`src/msi_ordering_pkg.sv`:
```
// ----------------------------
// widths, typedefs and packed structs
// shared by the MSI ordering bridge
// ----------------------------

package msi_ordering_pkg;

  localparam int NUM_VECTORS = 32;
  localparam int VEC_W       = 5;
  localparam int DATA_W      = 32;
  localparam int AXI_ADDR_W  = 36;
  localparam int AXI_ID_W    = 4;

  typedef logic [VEC_W-1:0]      vec_t;
  typedef logic [DATA_W-1:0]     msi_data_t;
  typedef logic [DATA_W/8-1:0]   byte_en_t;
  typedef logic [AXI_ADDR_W-1:0] axi_addr_t;
  typedef logic [7:0]            pend_cnt_t;

  // one MSI write as it arrives
  typedef struct packed {
    vec_t      vec;
    msi_data_t data;
    byte_en_t  byte_en;
  } msi_req_t;

  // message towards the GIC, data already masked
  typedef struct packed {
    vec_t      vec;
    msi_data_t data;
  } gic_msg_t;

  typedef struct packed {
    logic [AXI_ID_W-1:0] id;
    axi_addr_t           addr;
    logic [7:0]          len;
    logic [2:0]          prot;
  } aw_beat_t;

  typedef struct packed {
    logic [AXI_ID_W-1:0] id;
    logic [1:0]          resp;
  } b_beat_t;

endpackage

```
`src/flush_issuer.sv`:
```
// ----------------------------
// pending flush write queue
// drives the F2H port
// ----------------------------
`timescale 1ns/1ps

module flush_issuer #(
  parameter int FLUSH_DEPTH = 16
) (
  input  var logic                        clk
 ,input  var logic                        rst
 ,input  var logic                        msi_accept
 ,input  var msi_ordering_pkg::axi_addr_t csr_flush_base
 ,input  var logic                        flush_ready
 ,output var logic                        flush_valid
 ,output var msi_ordering_pkg::axi_addr_t flush_addr
 ,output var logic                        full
);
  import msi_ordering_pkg::*;

  localparam int BASE_W = AXI_ADDR_W - VEC_W;

  logic [BASE_W-1:0] head_base;
  logic              empty;
  logic              flush_fire;

  // one token per MSI, the base as it was at acceptance
  sync_fifo #(
    .DEPTH (FLUSH_DEPTH)
   ,.WIDTH (BASE_W)
  ) flush_fifo_i (
    .clk     (clk)
   ,.rst     (rst)
   ,.push    (msi_accept)
   ,.pop     (flush_fire)
   ,.wr_data (csr_flush_base[AXI_ADDR_W-1:VEC_W])
   ,.rd_data (head_base)
   ,.empty   (empty)
   ,.full    (full)
  );

  assign flush_valid = ~empty;
  assign flush_fire  = flush_valid & flush_ready;
  // vector bits always zero on the flush
  assign flush_addr  = {head_base, {VEC_W{1'b0}}};

endmodule

```
`src/msi_ordering_top.sv`:
```
// ----------------------------
// MSI ordering bridge top level
// ----------------------------
`timescale 1ns/1ps

module msi_ordering_top #(
  parameter int FLUSH_DEPTH = 16
 ,parameter int ORDER_DEPTH = 16
) (
  input  var logic                        clk
 ,input  var logic                        rst

  // MSI ingress
 ,input  var logic                        msi_valid
 ,input  var msi_ordering_pkg::msi_req_t  msi_req
 ,output var logic                        msi_ready

  // GIC egress
 ,output var logic                        gic_valid
 ,output var msi_ordering_pkg::gic_msg_t  gic_msg
 ,input  var logic                        gic_ready

  // F2H flush writes
 ,output var logic                        flush_valid
 ,output var msi_ordering_pkg::axi_addr_t flush_addr
 ,input  var logic                        flush_ready

  // snooped write address
 ,input  var logic                        in_aw_valid
 ,input  var msi_ordering_pkg::aw_beat_t  in_aw
 ,output var logic                        in_aw_ready
 ,output var logic                        out_aw_valid
 ,output var msi_ordering_pkg::aw_beat_t  out_aw
 ,input  var logic                        out_aw_ready

  // snooped write response
 ,input  var logic                        out_b_valid
 ,input  var msi_ordering_pkg::b_beat_t   out_b
 ,output var logic                        out_b_ready
 ,output var logic                        in_b_valid
 ,output var msi_ordering_pkg::b_beat_t   in_b
 ,input  var logic                        in_b_ready

  // low 5 bits ignored
 ,input  var msi_ordering_pkg::axi_addr_t csr_flush_base
);
  import msi_ordering_pkg::*;

  logic      msi_accept;
  logic      flush_full;
  logic      order_full;
  logic      head_clear;
  logic      head_pop;
  vec_t      rd_vec;
  msi_data_t table_data;

  assign msi_ready  = ~flush_full & ~order_full;
  assign msi_accept = msi_valid & msi_ready;

  msi_vector_table vector_table_i (
    .clk     (clk)
   ,.rst     (rst)
   ,.wr_en   (msi_accept)
   ,.wr_req  (msi_req)
   ,.rd_vec  (rd_vec)
   ,.rd_data (table_data)
  );

  flush_issuer #(
    .FLUSH_DEPTH (FLUSH_DEPTH)
  ) flush_issuer_i (
    .clk            (clk)
   ,.rst            (rst)
   ,.msi_accept     (msi_accept)
   ,.csr_flush_base (csr_flush_base)
   ,.flush_ready    (flush_ready)
   ,.flush_valid    (flush_valid)
   ,.flush_addr     (flush_addr)
   ,.full           (flush_full)
  );

  write_response_tracker #(
    .ORDER_DEPTH (ORDER_DEPTH)
  ) tracker_i (
    .clk            (clk)
   ,.rst            (rst)
   ,.csr_flush_base (csr_flush_base)
   ,.in_aw_valid    (in_aw_valid)
   ,.in_aw          (in_aw)
   ,.in_aw_ready    (in_aw_ready)
   ,.out_aw_valid   (out_aw_valid)
   ,.out_aw         (out_aw)
   ,.out_aw_ready   (out_aw_ready)
   ,.out_b_valid    (out_b_valid)
   ,.out_b          (out_b)
   ,.out_b_ready    (out_b_ready)
   ,.in_b_valid     (in_b_valid)
   ,.in_b           (in_b)
   ,.in_b_ready     (in_b_ready)
   ,.head_pop       (head_pop)
   ,.head_clear     (head_clear)
  );

  msi_release #(
    .ORDER_DEPTH (ORDER_DEPTH)
  ) release_i (
    .clk        (clk)
   ,.rst        (rst)
   ,.msi_accept (msi_accept)
   ,.msi_vec    (msi_req.vec)
   ,.table_data (table_data)
   ,.head_clear (head_clear)
   ,.gic_ready  (gic_ready)
   ,.rd_vec     (rd_vec)
   ,.gic_valid  (gic_valid)
   ,.gic_msg    (gic_msg)
   ,.head_pop   (head_pop)
   ,.full       (order_full)
  );

endmodule

```
`src/msi_release.sv`:
```
// ----------------------------
// MSI order queue
// releases to the GIC once the
// matching flush has cleared
// ----------------------------
`timescale 1ns/1ps

module msi_release #(
  parameter int ORDER_DEPTH = 16
) (
  input  var logic                        clk
 ,input  var logic                        rst
 ,input  var logic                        msi_accept
 ,input  var msi_ordering_pkg::vec_t      msi_vec
 ,input  var msi_ordering_pkg::msi_data_t table_data
 ,input  var logic                        head_clear
 ,input  var logic                        gic_ready
 ,output var msi_ordering_pkg::vec_t      rd_vec
 ,output var logic                        gic_valid
 ,output var msi_ordering_pkg::gic_msg_t  gic_msg
 ,output var logic                        head_pop
 ,output var logic                        full
);
  import msi_ordering_pkg::*;

  logic empty;

  // vectors kept in acceptance order
  sync_fifo #(
    .DEPTH (ORDER_DEPTH)
   ,.WIDTH (VEC_W)
  ) order_fifo_i (
    .clk     (clk)
   ,.rst     (rst)
   ,.push    (msi_accept)
   ,.pop     (head_pop)
   ,.wr_data (msi_vec)
   ,.rd_data (rd_vec)
   ,.empty   (empty)
   ,.full    (full)
  );

  // head may go out once its flush and all earlier writes are answered
  assign gic_valid = ~empty & head_clear;

  always_comb begin
    gic_msg.vec  = rd_vec;
    gic_msg.data = table_data;
  end

  // retires both the order entry and the tracker's pending entry
  assign head_pop = gic_valid & gic_ready;

endmodule

```
`src/msi_vector_table.sv`:
```
// ----------------------------
// per-vector MSI data storage
// with byte-enable masking
// ----------------------------
`timescale 1ns/1ps

module msi_vector_table (
  input  var logic                         clk
 ,input  var logic                         rst
 ,input  var logic                         wr_en
 ,input  var msi_ordering_pkg::msi_req_t   wr_req
 ,input  var msi_ordering_pkg::vec_t       rd_vec
 ,output var msi_ordering_pkg::msi_data_t  rd_data
);
  import msi_ordering_pkg::*;

  msi_data_t vec_data [NUM_VECTORS];
  msi_data_t masked_data;

  // disabled bytes are stored as zero
  always_comb begin
    for (int i = 0; i < DATA_W / 8; i++) begin
      masked_data[8*i +: 8] = wr_req.byte_en[i] ? wr_req.data[8*i +: 8] : 8'h00;
    end
  end

  always_ff @(posedge clk) begin
    if (rst) begin
      for (int i = 0; i < NUM_VECTORS; i++) begin
        vec_data[i] <= '0;
      end
    end else if (wr_en) begin
      vec_data[wr_req.vec] <= masked_data;
    end
  end

  // last write per vector wins
  assign rd_data = vec_data[rd_vec];

endmodule

```
`src/sync_fifo.sv`:
```
// ----------------------------
// show-ahead synchronous FIFO
// count based, registered flags
// ----------------------------
`timescale 1ns/1ps

module sync_fifo #(
  parameter int DEPTH = 16
 ,parameter int WIDTH = 8
) (
  input  var logic             clk
 ,input  var logic             rst
 ,input  var logic             push
 ,input  var logic             pop
 ,input  var logic [WIDTH-1:0] wr_data
 ,output var logic [WIDTH-1:0] rd_data
 ,output var logic             empty
 ,output var logic             full
);

  localparam int PTR_W = (DEPTH > 1) ? $clog2(DEPTH) : 1;
  localparam int CNT_W = $clog2(DEPTH + 1);

  logic [WIDTH-1:0] mem [DEPTH];
  logic [PTR_W-1:0] wr_ptr;
  logic [PTR_W-1:0] rd_ptr;
  logic [CNT_W-1:0] count;
  logic [CNT_W-1:0] count_next;
  logic             do_push;
  logic             do_pop;

  // push on full and pop on empty are dropped here
  assign do_push = push & ~full;
  assign do_pop  = pop & ~empty;

  // head word, valid whenever empty is low
  assign rd_data = mem[rd_ptr];

  always_comb begin
    count_next = count;
    if (do_push & ~do_pop) begin
      count_next = count + CNT_W'(1);
    end else if (do_pop & ~do_push) begin
      count_next = count - CNT_W'(1);
    end
  end

  always_ff @(posedge clk) begin
    if (rst) begin
      wr_ptr <= '0;
      rd_ptr <= '0;
      count  <= '0;
      empty  <= 1'b1;
      // full stays up through reset so nothing is pushed early
      full   <= 1'b1;
    end else begin
      if (do_push) begin
        wr_ptr <= (wr_ptr == PTR_W'(DEPTH - 1)) ? '0 : wr_ptr + PTR_W'(1);
      end
      if (do_pop) begin
        rd_ptr <= (rd_ptr == PTR_W'(DEPTH - 1)) ? '0 : rd_ptr + PTR_W'(1);
      end
      count <= count_next;
      empty <= (count_next == '0);
      full  <= (count_next == CNT_W'(DEPTH));
    end
  end

  always_ff @(posedge clk) begin
    if (do_push) begin
      mem[wr_ptr] <= wr_data;
    end
  end

endmodule

```
`src/write_response_tracker.sv`:
```
// ----------------------------
// AXI write address snoop
// outstanding write counter and
// per-flush pending response counts
// ----------------------------
`timescale 1ns/1ps

module write_response_tracker #(
  parameter int ORDER_DEPTH = 16
) (
  input  var logic                        clk
 ,input  var logic                        rst
 ,input  var msi_ordering_pkg::axi_addr_t csr_flush_base
 ,input  var logic                        in_aw_valid
 ,input  var msi_ordering_pkg::aw_beat_t  in_aw
 ,output var logic                        in_aw_ready
 ,output var logic                        out_aw_valid
 ,output var msi_ordering_pkg::aw_beat_t  out_aw
 ,input  var logic                        out_aw_ready
 ,input  var logic                        out_b_valid
 ,input  var msi_ordering_pkg::b_beat_t   out_b
 ,output var logic                        out_b_ready
 ,output var logic                        in_b_valid
 ,output var msi_ordering_pkg::b_beat_t   in_b
 ,input  var logic                        in_b_ready
 ,input  var logic                        head_pop
 ,output var logic                        head_clear
);
  import msi_ordering_pkg::*;

  localparam int PTR_W = (ORDER_DEPTH > 1) ? $clog2(ORDER_DEPTH) : 1;
  localparam int OCC_W = $clog2(ORDER_DEPTH + 1);

  pend_cnt_t        out_cnt;
  pend_cnt_t        pend [ORDER_DEPTH];
  logic [PTR_W-1:0] wr_ptr;
  logic [PTR_W-1:0] rd_ptr;
  logic [OCC_W-1:0] occ;
  logic             base_match;
  logic             pend_full;
  logic             aw_fire;
  logic             b_fire;
  logic             flush_fire;

  // ------------------------------
  // pass-through channels
  // ------------------------------
  assign base_match = in_aw.addr[AXI_ADDR_W-1:VEC_W] == csr_flush_base[AXI_ADDR_W-1:VEC_W];

  always_comb begin
    out_aw = in_aw;
    // strip the vector bits from a flushback
    if (base_match) begin
      out_aw.addr[VEC_W-1:0] = '0;
    end
  end

  assign out_aw_valid = in_aw_valid;
  assign pend_full    = (occ == OCC_W'(ORDER_DEPTH));
  assign in_aw_ready  = out_aw_ready & ~pend_full;

  assign in_b_valid  = out_b_valid;
  assign in_b        = out_b;
  assign out_b_ready = in_b_ready;

  assign aw_fire    = in_aw_valid & in_aw_ready;
  assign b_fire     = out_b_valid & out_b_ready;
  assign flush_fire = aw_fire & base_match;

  // ------------------------------
  // counters
  // ------------------------------
  always_ff @(posedge clk) begin
    if (rst) begin
      out_cnt    <= '0;
      wr_ptr     <= '0;
      rd_ptr     <= '0;
      occ        <= '0;
      head_clear <= 1'b0;
      for (int i = 0; i < ORDER_DEPTH; i++) begin
        pend[i] <= '0;
      end
    end else begin
      // any resp code counts as an answer
      if (aw_fire & ~b_fire) begin
        out_cnt <= out_cnt + pend_cnt_t'(1);
      end else if (b_fire & ~aw_fire & (out_cnt != '0)) begin
        out_cnt <= out_cnt - pend_cnt_t'(1);
      end

      for (int i = 0; i < ORDER_DEPTH; i++) begin
        if (flush_fire & (int'(wr_ptr) == i)) begin
          // earlier writes plus the flush itself, less a response landing now
          pend[i] <= b_fire ? out_cnt : out_cnt + pend_cnt_t'(1);
        end else if (b_fire & (pend[i] != '0)) begin
          pend[i] <= pend[i] - pend_cnt_t'(1);
        end
      end

      if (flush_fire) begin
        wr_ptr <= (wr_ptr == PTR_W'(ORDER_DEPTH - 1)) ? '0 : wr_ptr + PTR_W'(1);
      end
      if (head_pop) begin
        rd_ptr <= (rd_ptr == PTR_W'(ORDER_DEPTH - 1)) ? '0 : rd_ptr + PTR_W'(1);
      end
      occ <= occ + OCC_W'(flush_fire) - OCC_W'(head_pop);

      // dropped for a cycle after a pop so the next head is re-evaluated
      head_clear <= ~head_pop & (occ != '0) & (pend[rd_ptr] == '0);
    end
  end

endmodule

```
`config.mk`:
```
export PLATFORM = sky130hd
export DESIGN_NAME = msi_ordering_top
export DESIGN_NICKNAME = d
export VERILOG_FILES = /design/src/msi_ordering_pkg.sv /design/src/flush_issuer.sv /design/src/msi_ordering_top.sv /design/src/msi_release.sv /design/src/msi_vector_table.sv /design/src/sync_fifo.sv /design/src/write_response_tracker.sv
export SDC_FILE = /design/constraint.sdc
export NUM_CORES = 2
export LEC_CHECK = 0
export BUFFER_PORTS_ARGS = -buffer_cell sky130_fd_sc_hd__buf_2
export CAP_MARGIN = 40
export CORE_MARGIN = 3
export CORE_UTILIZATION = 47
export CTS_CLUSTER_DIAMETER = 30
export DETAILED_ROUTE_END_ITERATION = 6
export MAX_ROUTING_LAYER = met4
export PLACE_DENSITY = 0.67
export RECOVER_POWER = 100
export SYNTH_ARGS = -nofsm -noshare
export SYNTH_HDL_FRONTEND = slang
export SYNTH_SLANG_ARGS = --single-unit
```
`constraint.sdc`:
```
create_clock -name clk -period 4.6 [get_ports clk]
set_clock_uncertainty 0.05 [all_clocks]
set_input_delay 0.92 -clock clk [delete_from_list [all_inputs] [get_ports clk]]
set_output_delay 0.92 -clock clk [all_outputs]
set_load 0.01 [all_outputs]
```
# Yosys cells after proc, flatten, opt, wreduce, memory -nomap -nowiden
# Memory sizes are Yosys's and may differ from the RTL's. A register that Yosys moved wholly into a read port is not among the register bits.
# Cells that the tools add are included.
# word_totals
regBits	52
latch_bits	0
mem_bits_rw	1728
rom_bits	0
inputBits	143
out_inout_bits	137
wordCells	376
n_memories	4
# memory_table
name	words	width	read_ports	rd_clocked_by_memory_dff	wr	line_no	text
vector_table_i.vec_data	32	32	1	0	32	msi_vector_table.sv:17	msi_data_t vec_data [NUM_VECTORS];
flush_issuer_i.flush_fifo_i.mem	16	31	1	1	1	sync_fifo.sv:24	logic [WIDTH-1:0] mem [DEPTH];
tracker_i.pend	16	8	17	1	16	write_response_tracker.sv:35	pend_cnt_t pend [ORDER_DEPTH];
release_i.order_fifo_i.mem	16	5	1	1	1	sync_fifo.sv:24	
# op_classes
addsub	30
n_mul	0
div	0
order_cmp	0
eq_ne	25
shift	0
muxes	180
bitwise_logic	98
reduce_logical	24
# op_table
cell	count
8-bit two-way mux	39
8-bit nonzero test	17
8-bit by 1-bit subtractor with 8-bit output, second input constant	17
1-bit two-way mux	122
4-bit equality test, second input constant	14
1-bit bitwise AND	54
4-bit two-way mux	12
32-bit two-way mux	1
1-bit OR	32
32-bit OR reduction	1
31-bit equality test	1
5-bit two-way mux	6
4-bit by 1-bit adder with 4-bit output, second input constant	6
4-bit by 3-bit equality test with 1-bit output, second input constant	4
5-bit equality test, second input constant	3
1-bit inverter	12
5-bit by 1-bit adder with 5-bit output, second input constant	2
5-bit logical NOT	2
5-bit by 1-bit subtractor with 5-bit output, second input constant	2
8-bit by 1-bit adder with 8-bit output, second input constant	1
4-bit by 2-bit equality test with 1-bit output, second input constant	2
8-bit logical NOT	1
5-bit by 1-bit adder with 5-bit output	1
5-bit nonzero test	1
4 further kinds	4

# Logic depth before layout (Yosys ltp)
# logic_depth
ltp_word	11
depth_mapped	15
ltp_nobuf	13

# Cells and area by module
# From an unflattened synthesis, not the netlist that was laid out.
# hier_totals
cells_unflattened	5814
area_unflattened_um2	80040.5
# by_module_without_submodules
mod	instances	cells_each	area_each_um2	seq_area_each_um2
msi_vector_table	1	3518	44911.8	30749.5
sync_fifo (flush_issuer_i.flush_fifo_i)	1	803	19565.0	15274.6
write_response_tracker	1	1210	11123.2	4364.2
sync_fifo (release_i.order_fifo_i)	1	234	4080.2	2782.7
msi_release	1	39	292.8	0.0
flush_issuer	1	8	51.3	0.0
msi_ordering_top	1	2	16.3	0.0

# Worst setup path after synthesis
# Ideal clock, no wire load.
# synth_timing
path_type	flip-flop to output port
from	register (tool-made name)
to	output gic_msg[10] (netlist name)
arrival_ns	2.857
t_required_ns	3.630
path_slack_ns	0.773
path_stages_with_launch	11
n_path_buf	3
path_cell_list	dfxtp_1 > buf_6 > buf_4 > mux4_2 > mux4_2 > or2_2 > nor2_1 > clkbuf_1 > a22o_1 > a21oi_1 > o21ai_1
# synth_rtl
element	line_no	text
end, declared	msi_ordering_top.sv:20	,output var msi_ordering_pkg::gic_msg_t gic_msg

==> results.json <==
{
  "synth-edff-count": 1728,
  "vias": 48735,
  "setup.reg_to_reg.worst_slack_ns": 0.18,
  "clock_sink_count": 1792,
  "post_dp_cell_area_mm2": 0.0828,
  "postRouteAntennaNets": 0,
  "netlist_instances": 5201,
  "cts-htree-levels": 5,
  "ctsLongestPathBuffers": 4,
  "ys_warnings": 0,
  "slew_headroom": -1.14,
  "most-common-layout-cells": "1728 x edfxtp_1, 1146 x nor2_1, 384 x clkbuf_16",
  "core_area_mm2": 0.164,
  "finalNetCount": 5935,
  "endpoint_of_the_lowest_slack_register_to_register_path": "vector_table_i.vec_data[9][7]",
  "placement.setup.worst_slack_ns": -0.258,
  "wl_um": 217000,
  "synth_seq_cells": 1792,
  "fill_cells": 12113,
  "async_reset_ff_frac": 0,
  "grt_setup_unrepaired": "yes",
  "post_synth_main_area_contributors": "edfxtp_1 67%, mux4_2 11%, nor2_1 5.6%",
  "part_of_the_yosys_area_used_for_sequential_elements": 0.683,
  "detailed_place_hpwl_um": 120000,
  "hold-path-cell-count": 4,
  "std_cell_rows": 148,
  "worstRegToRegCells": 9,
  "first_global_vias": 49972,
  "timing.hold.ws_ns": 0.415,
  "cap_violations": 47,
  "timing_worst_setup_path_type": "reg2out",
  "power-per-cell-area_mw_per_mm2": 522,
  "cts_made_buffers": 371,
  "fp.dieW_um": 413,
  "layout.cells.most_common": "edfxtp_1",
  "min_period_ns": 5.22,
  "ys_types": 63,
  "syn-mean-instance-area_um2": 15.0,
  "worst_skew_pair.late_latency_ns": 0.91,
  "cts_tree": "built",
  "initial_core_utilization": 0.475,
  "grt_max_degree": 78,
  "critPathLaunchType": "flip-flop",
  "min_period_over_period": 1.13,
  "crit_required_ns": 3.63,
  "fp.dieArea_mm2": 0.170,
  "setup_slack_ns": -0.616,
  "cts_root_buffer": "clkbuf_16",
  "firstDrtPassIters": 6,
  "critical_path_arrival_ns": 4.25,
  "path_category_of_the_worst_min_delay_check": "in2reg",
  "vias_per_cell": 5.95,
  "tightestPinTransition_ns": 3.21,
  "number_of_antenna_violations_at_the_first_check_in_global_routing": 7,
  "gr-usage-all-layers": 0.261,
  "cp_max_fo": 8,
  "status": "finished with violations",
  "clock.fmax_mhz": 192,
  "finish.cell_count_without_fillers": 8197,
  "timing.final.setup_violations": 32,
  "maxSlewViolCount": 1400,
  "syn_area_mm2": 0.0778,
  "cellLeakagePower_nw": 33.8,
  "area_growth_syn_to_layout_pct": 24.1,
  "ys.flop_type": "edfxtp_1",
  "setup.worst_path.end_class": "output pin",
  "final_hold_viol_count": 0,
  "drcViolationCount": 0,
  "path_clk_slew_ns": 0.05,
  "timing.rr.start": "flush_issuer_i.flush_fifo_i.full",
  "pin_count": 280,
  "worst_hold_launch": "flush_ready",
  "dp_cells": 7486,
  "globalRouteOverflowTotal": 0,
  "grt_first_pass_wirelength_um": 320000,
  "port-buffer-count": 227,
  "die_h_um": 413,
  "gpl.final_weighted_congestion": 0.874,
  "synth_top_cell_by_area": "edfxtp_1",
  "fraction_of_layout_instances_using_a_drive_strength_above_1": 0.264,
  "wire_length_per_cell_um": 26.5,
  "worst_ir_drop_vdd_v": 0.000457,
  "drt_iter0_markers": 6361,
  "synthDominantCellAreaShare": 0.667,
  "violations": "max-capacitance violations, max-slew violations, negative setup slack",
  "finish.instance_area_mm2": 0.0966
}
## metal layers
layer	global-route usage	share of wire	vias up
met5	-	0	-
met4	0.0833	0.029	0
met3	0.0697	0.12	470
met1	0.341	0.38	24715
met2	0.401	0.48	2878
li1	-	-	20672
## report_power, final
group	internal, mW	switching (mW)	total [mW]
clock network	18.1	8.53	26.6
logic	2.05	2.86	4.91
registers	18.5	0.347	18.9
total	38.6	11.7	50.4
## critical path, stage by stage, from the launching register on
cell and delay (ns):
dfxtp_4 0.36, buf_12 0.14, mux4_2 0.55, mux4_4 0.72, inv_4 0.14, nor2_4 0.10
buf_6 0.19, a221oi_2 0.45, a21oi_2 0.15, o21ai_2 0.19, buf_4 0.18, buf_2 0.14
## what timing repair did
item                       in CTS  in global routing
setup buffers                  16                 15
hold endpoints to repair        0                  0
pin swaps                      21                 33
hold buffers                    0                  0
setup endpoints to repair      32                 32
gates resized for setup       162                 99
cloned                         12                  7
## worst max-delay path by stage
stage | cells after the start | endpoint | slack [ns]
floorplan | 10 | gic_msg[10] | 0.77
global placement | 11 | gic_msg[23] | -0.28
detailed placement | 11 | gic_msg[23] | -0.26
CTS | 11 | gic_msg[26] | -0.66
global route | 11 | gic_msg[3] | -0.68
finish | 11 | gic_msg[25] | -0.62
## sequential cells by signal, summed over array words and instances, names as in the netlist, 5 cells and up, named ones only
signal and cells:
release_i.order_fifo_i.count 5, vector_table_i.vec_data 1024, tracker_i.occ 5, tracker_i.out_cnt 8
flush_issuer_i.flush_fifo_i.count 5, flush_issuer_i.flush_fifo_i.mem 496, release_i.order_fifo_i.mem 80, tracker_i.pend 128
## stage by stage
| step | util | setup TNS [ns] | total power [mW] |
|---|---|---|---|
| global route | 0.590 | -21.47 | 51.8 |
| finish | 0.590 | -17.83 | 50.4 |
| floorplan | - | 0 | 21.8 |
| detailed placement | 0.506 | -0.705 | 23.6 |
| global placement | 0.505 | -0.825 | 23.5 |
| CTS | 0.590 | -19.47 | 50.4 |
## cell type report
type	instances	area [µm²]	share of cell area
clock inverters	231	2750	0.0284
clock buffers	427	9710	0.101
inverters	75	308	0.00319
repair inverters	3	38.8	0.000402
well taps	2175	2720	0.0282
diodes	6	15.0	0.000155
repair buffers	589	4280	0.0444
multi-input cells	2899	23600	0.244
flip-flops and latches	1792	53200	0.551
## cell usage after synthesis (45+ instances only)
cell	count
mux4_2	364
edfxtp_1	1728
nor2_1	1151
and2_1	50
ha_1	60
clkbuf_1	296
a21oi_1	108
o22ai_1	45
a221oi_1	62
mux2_2	45
xor2_1	97
nand2_1	232
buf_4	70
xnor2_1	63
nor3_1	71
mux2i_1	160
dfxtp_1	64
nand2b_1	45
inv_1	71
## cell families (layout without fill, tap and decap cells)
kind of cell / after synthesis / after routing / share of synthesized area
DFF: 1792 / 1792 / 0.683
and+or+nand+nor: 1692 / 1692 / 0.0908
muxes: 575 / 575 / 0.133
buffers and inverters: 514 / 1325 / 0.0293
AOI/OAI and AO/OA: 406 / 406 / 0.0352
xor gates and xnor gates: 160 / 160 / 0.0180
adders and majority gates: 61 / 61 / 0.00991
other: 1 / 11 / 0.0000482
No activity file was read; power rests on OpenSTA's default activity.
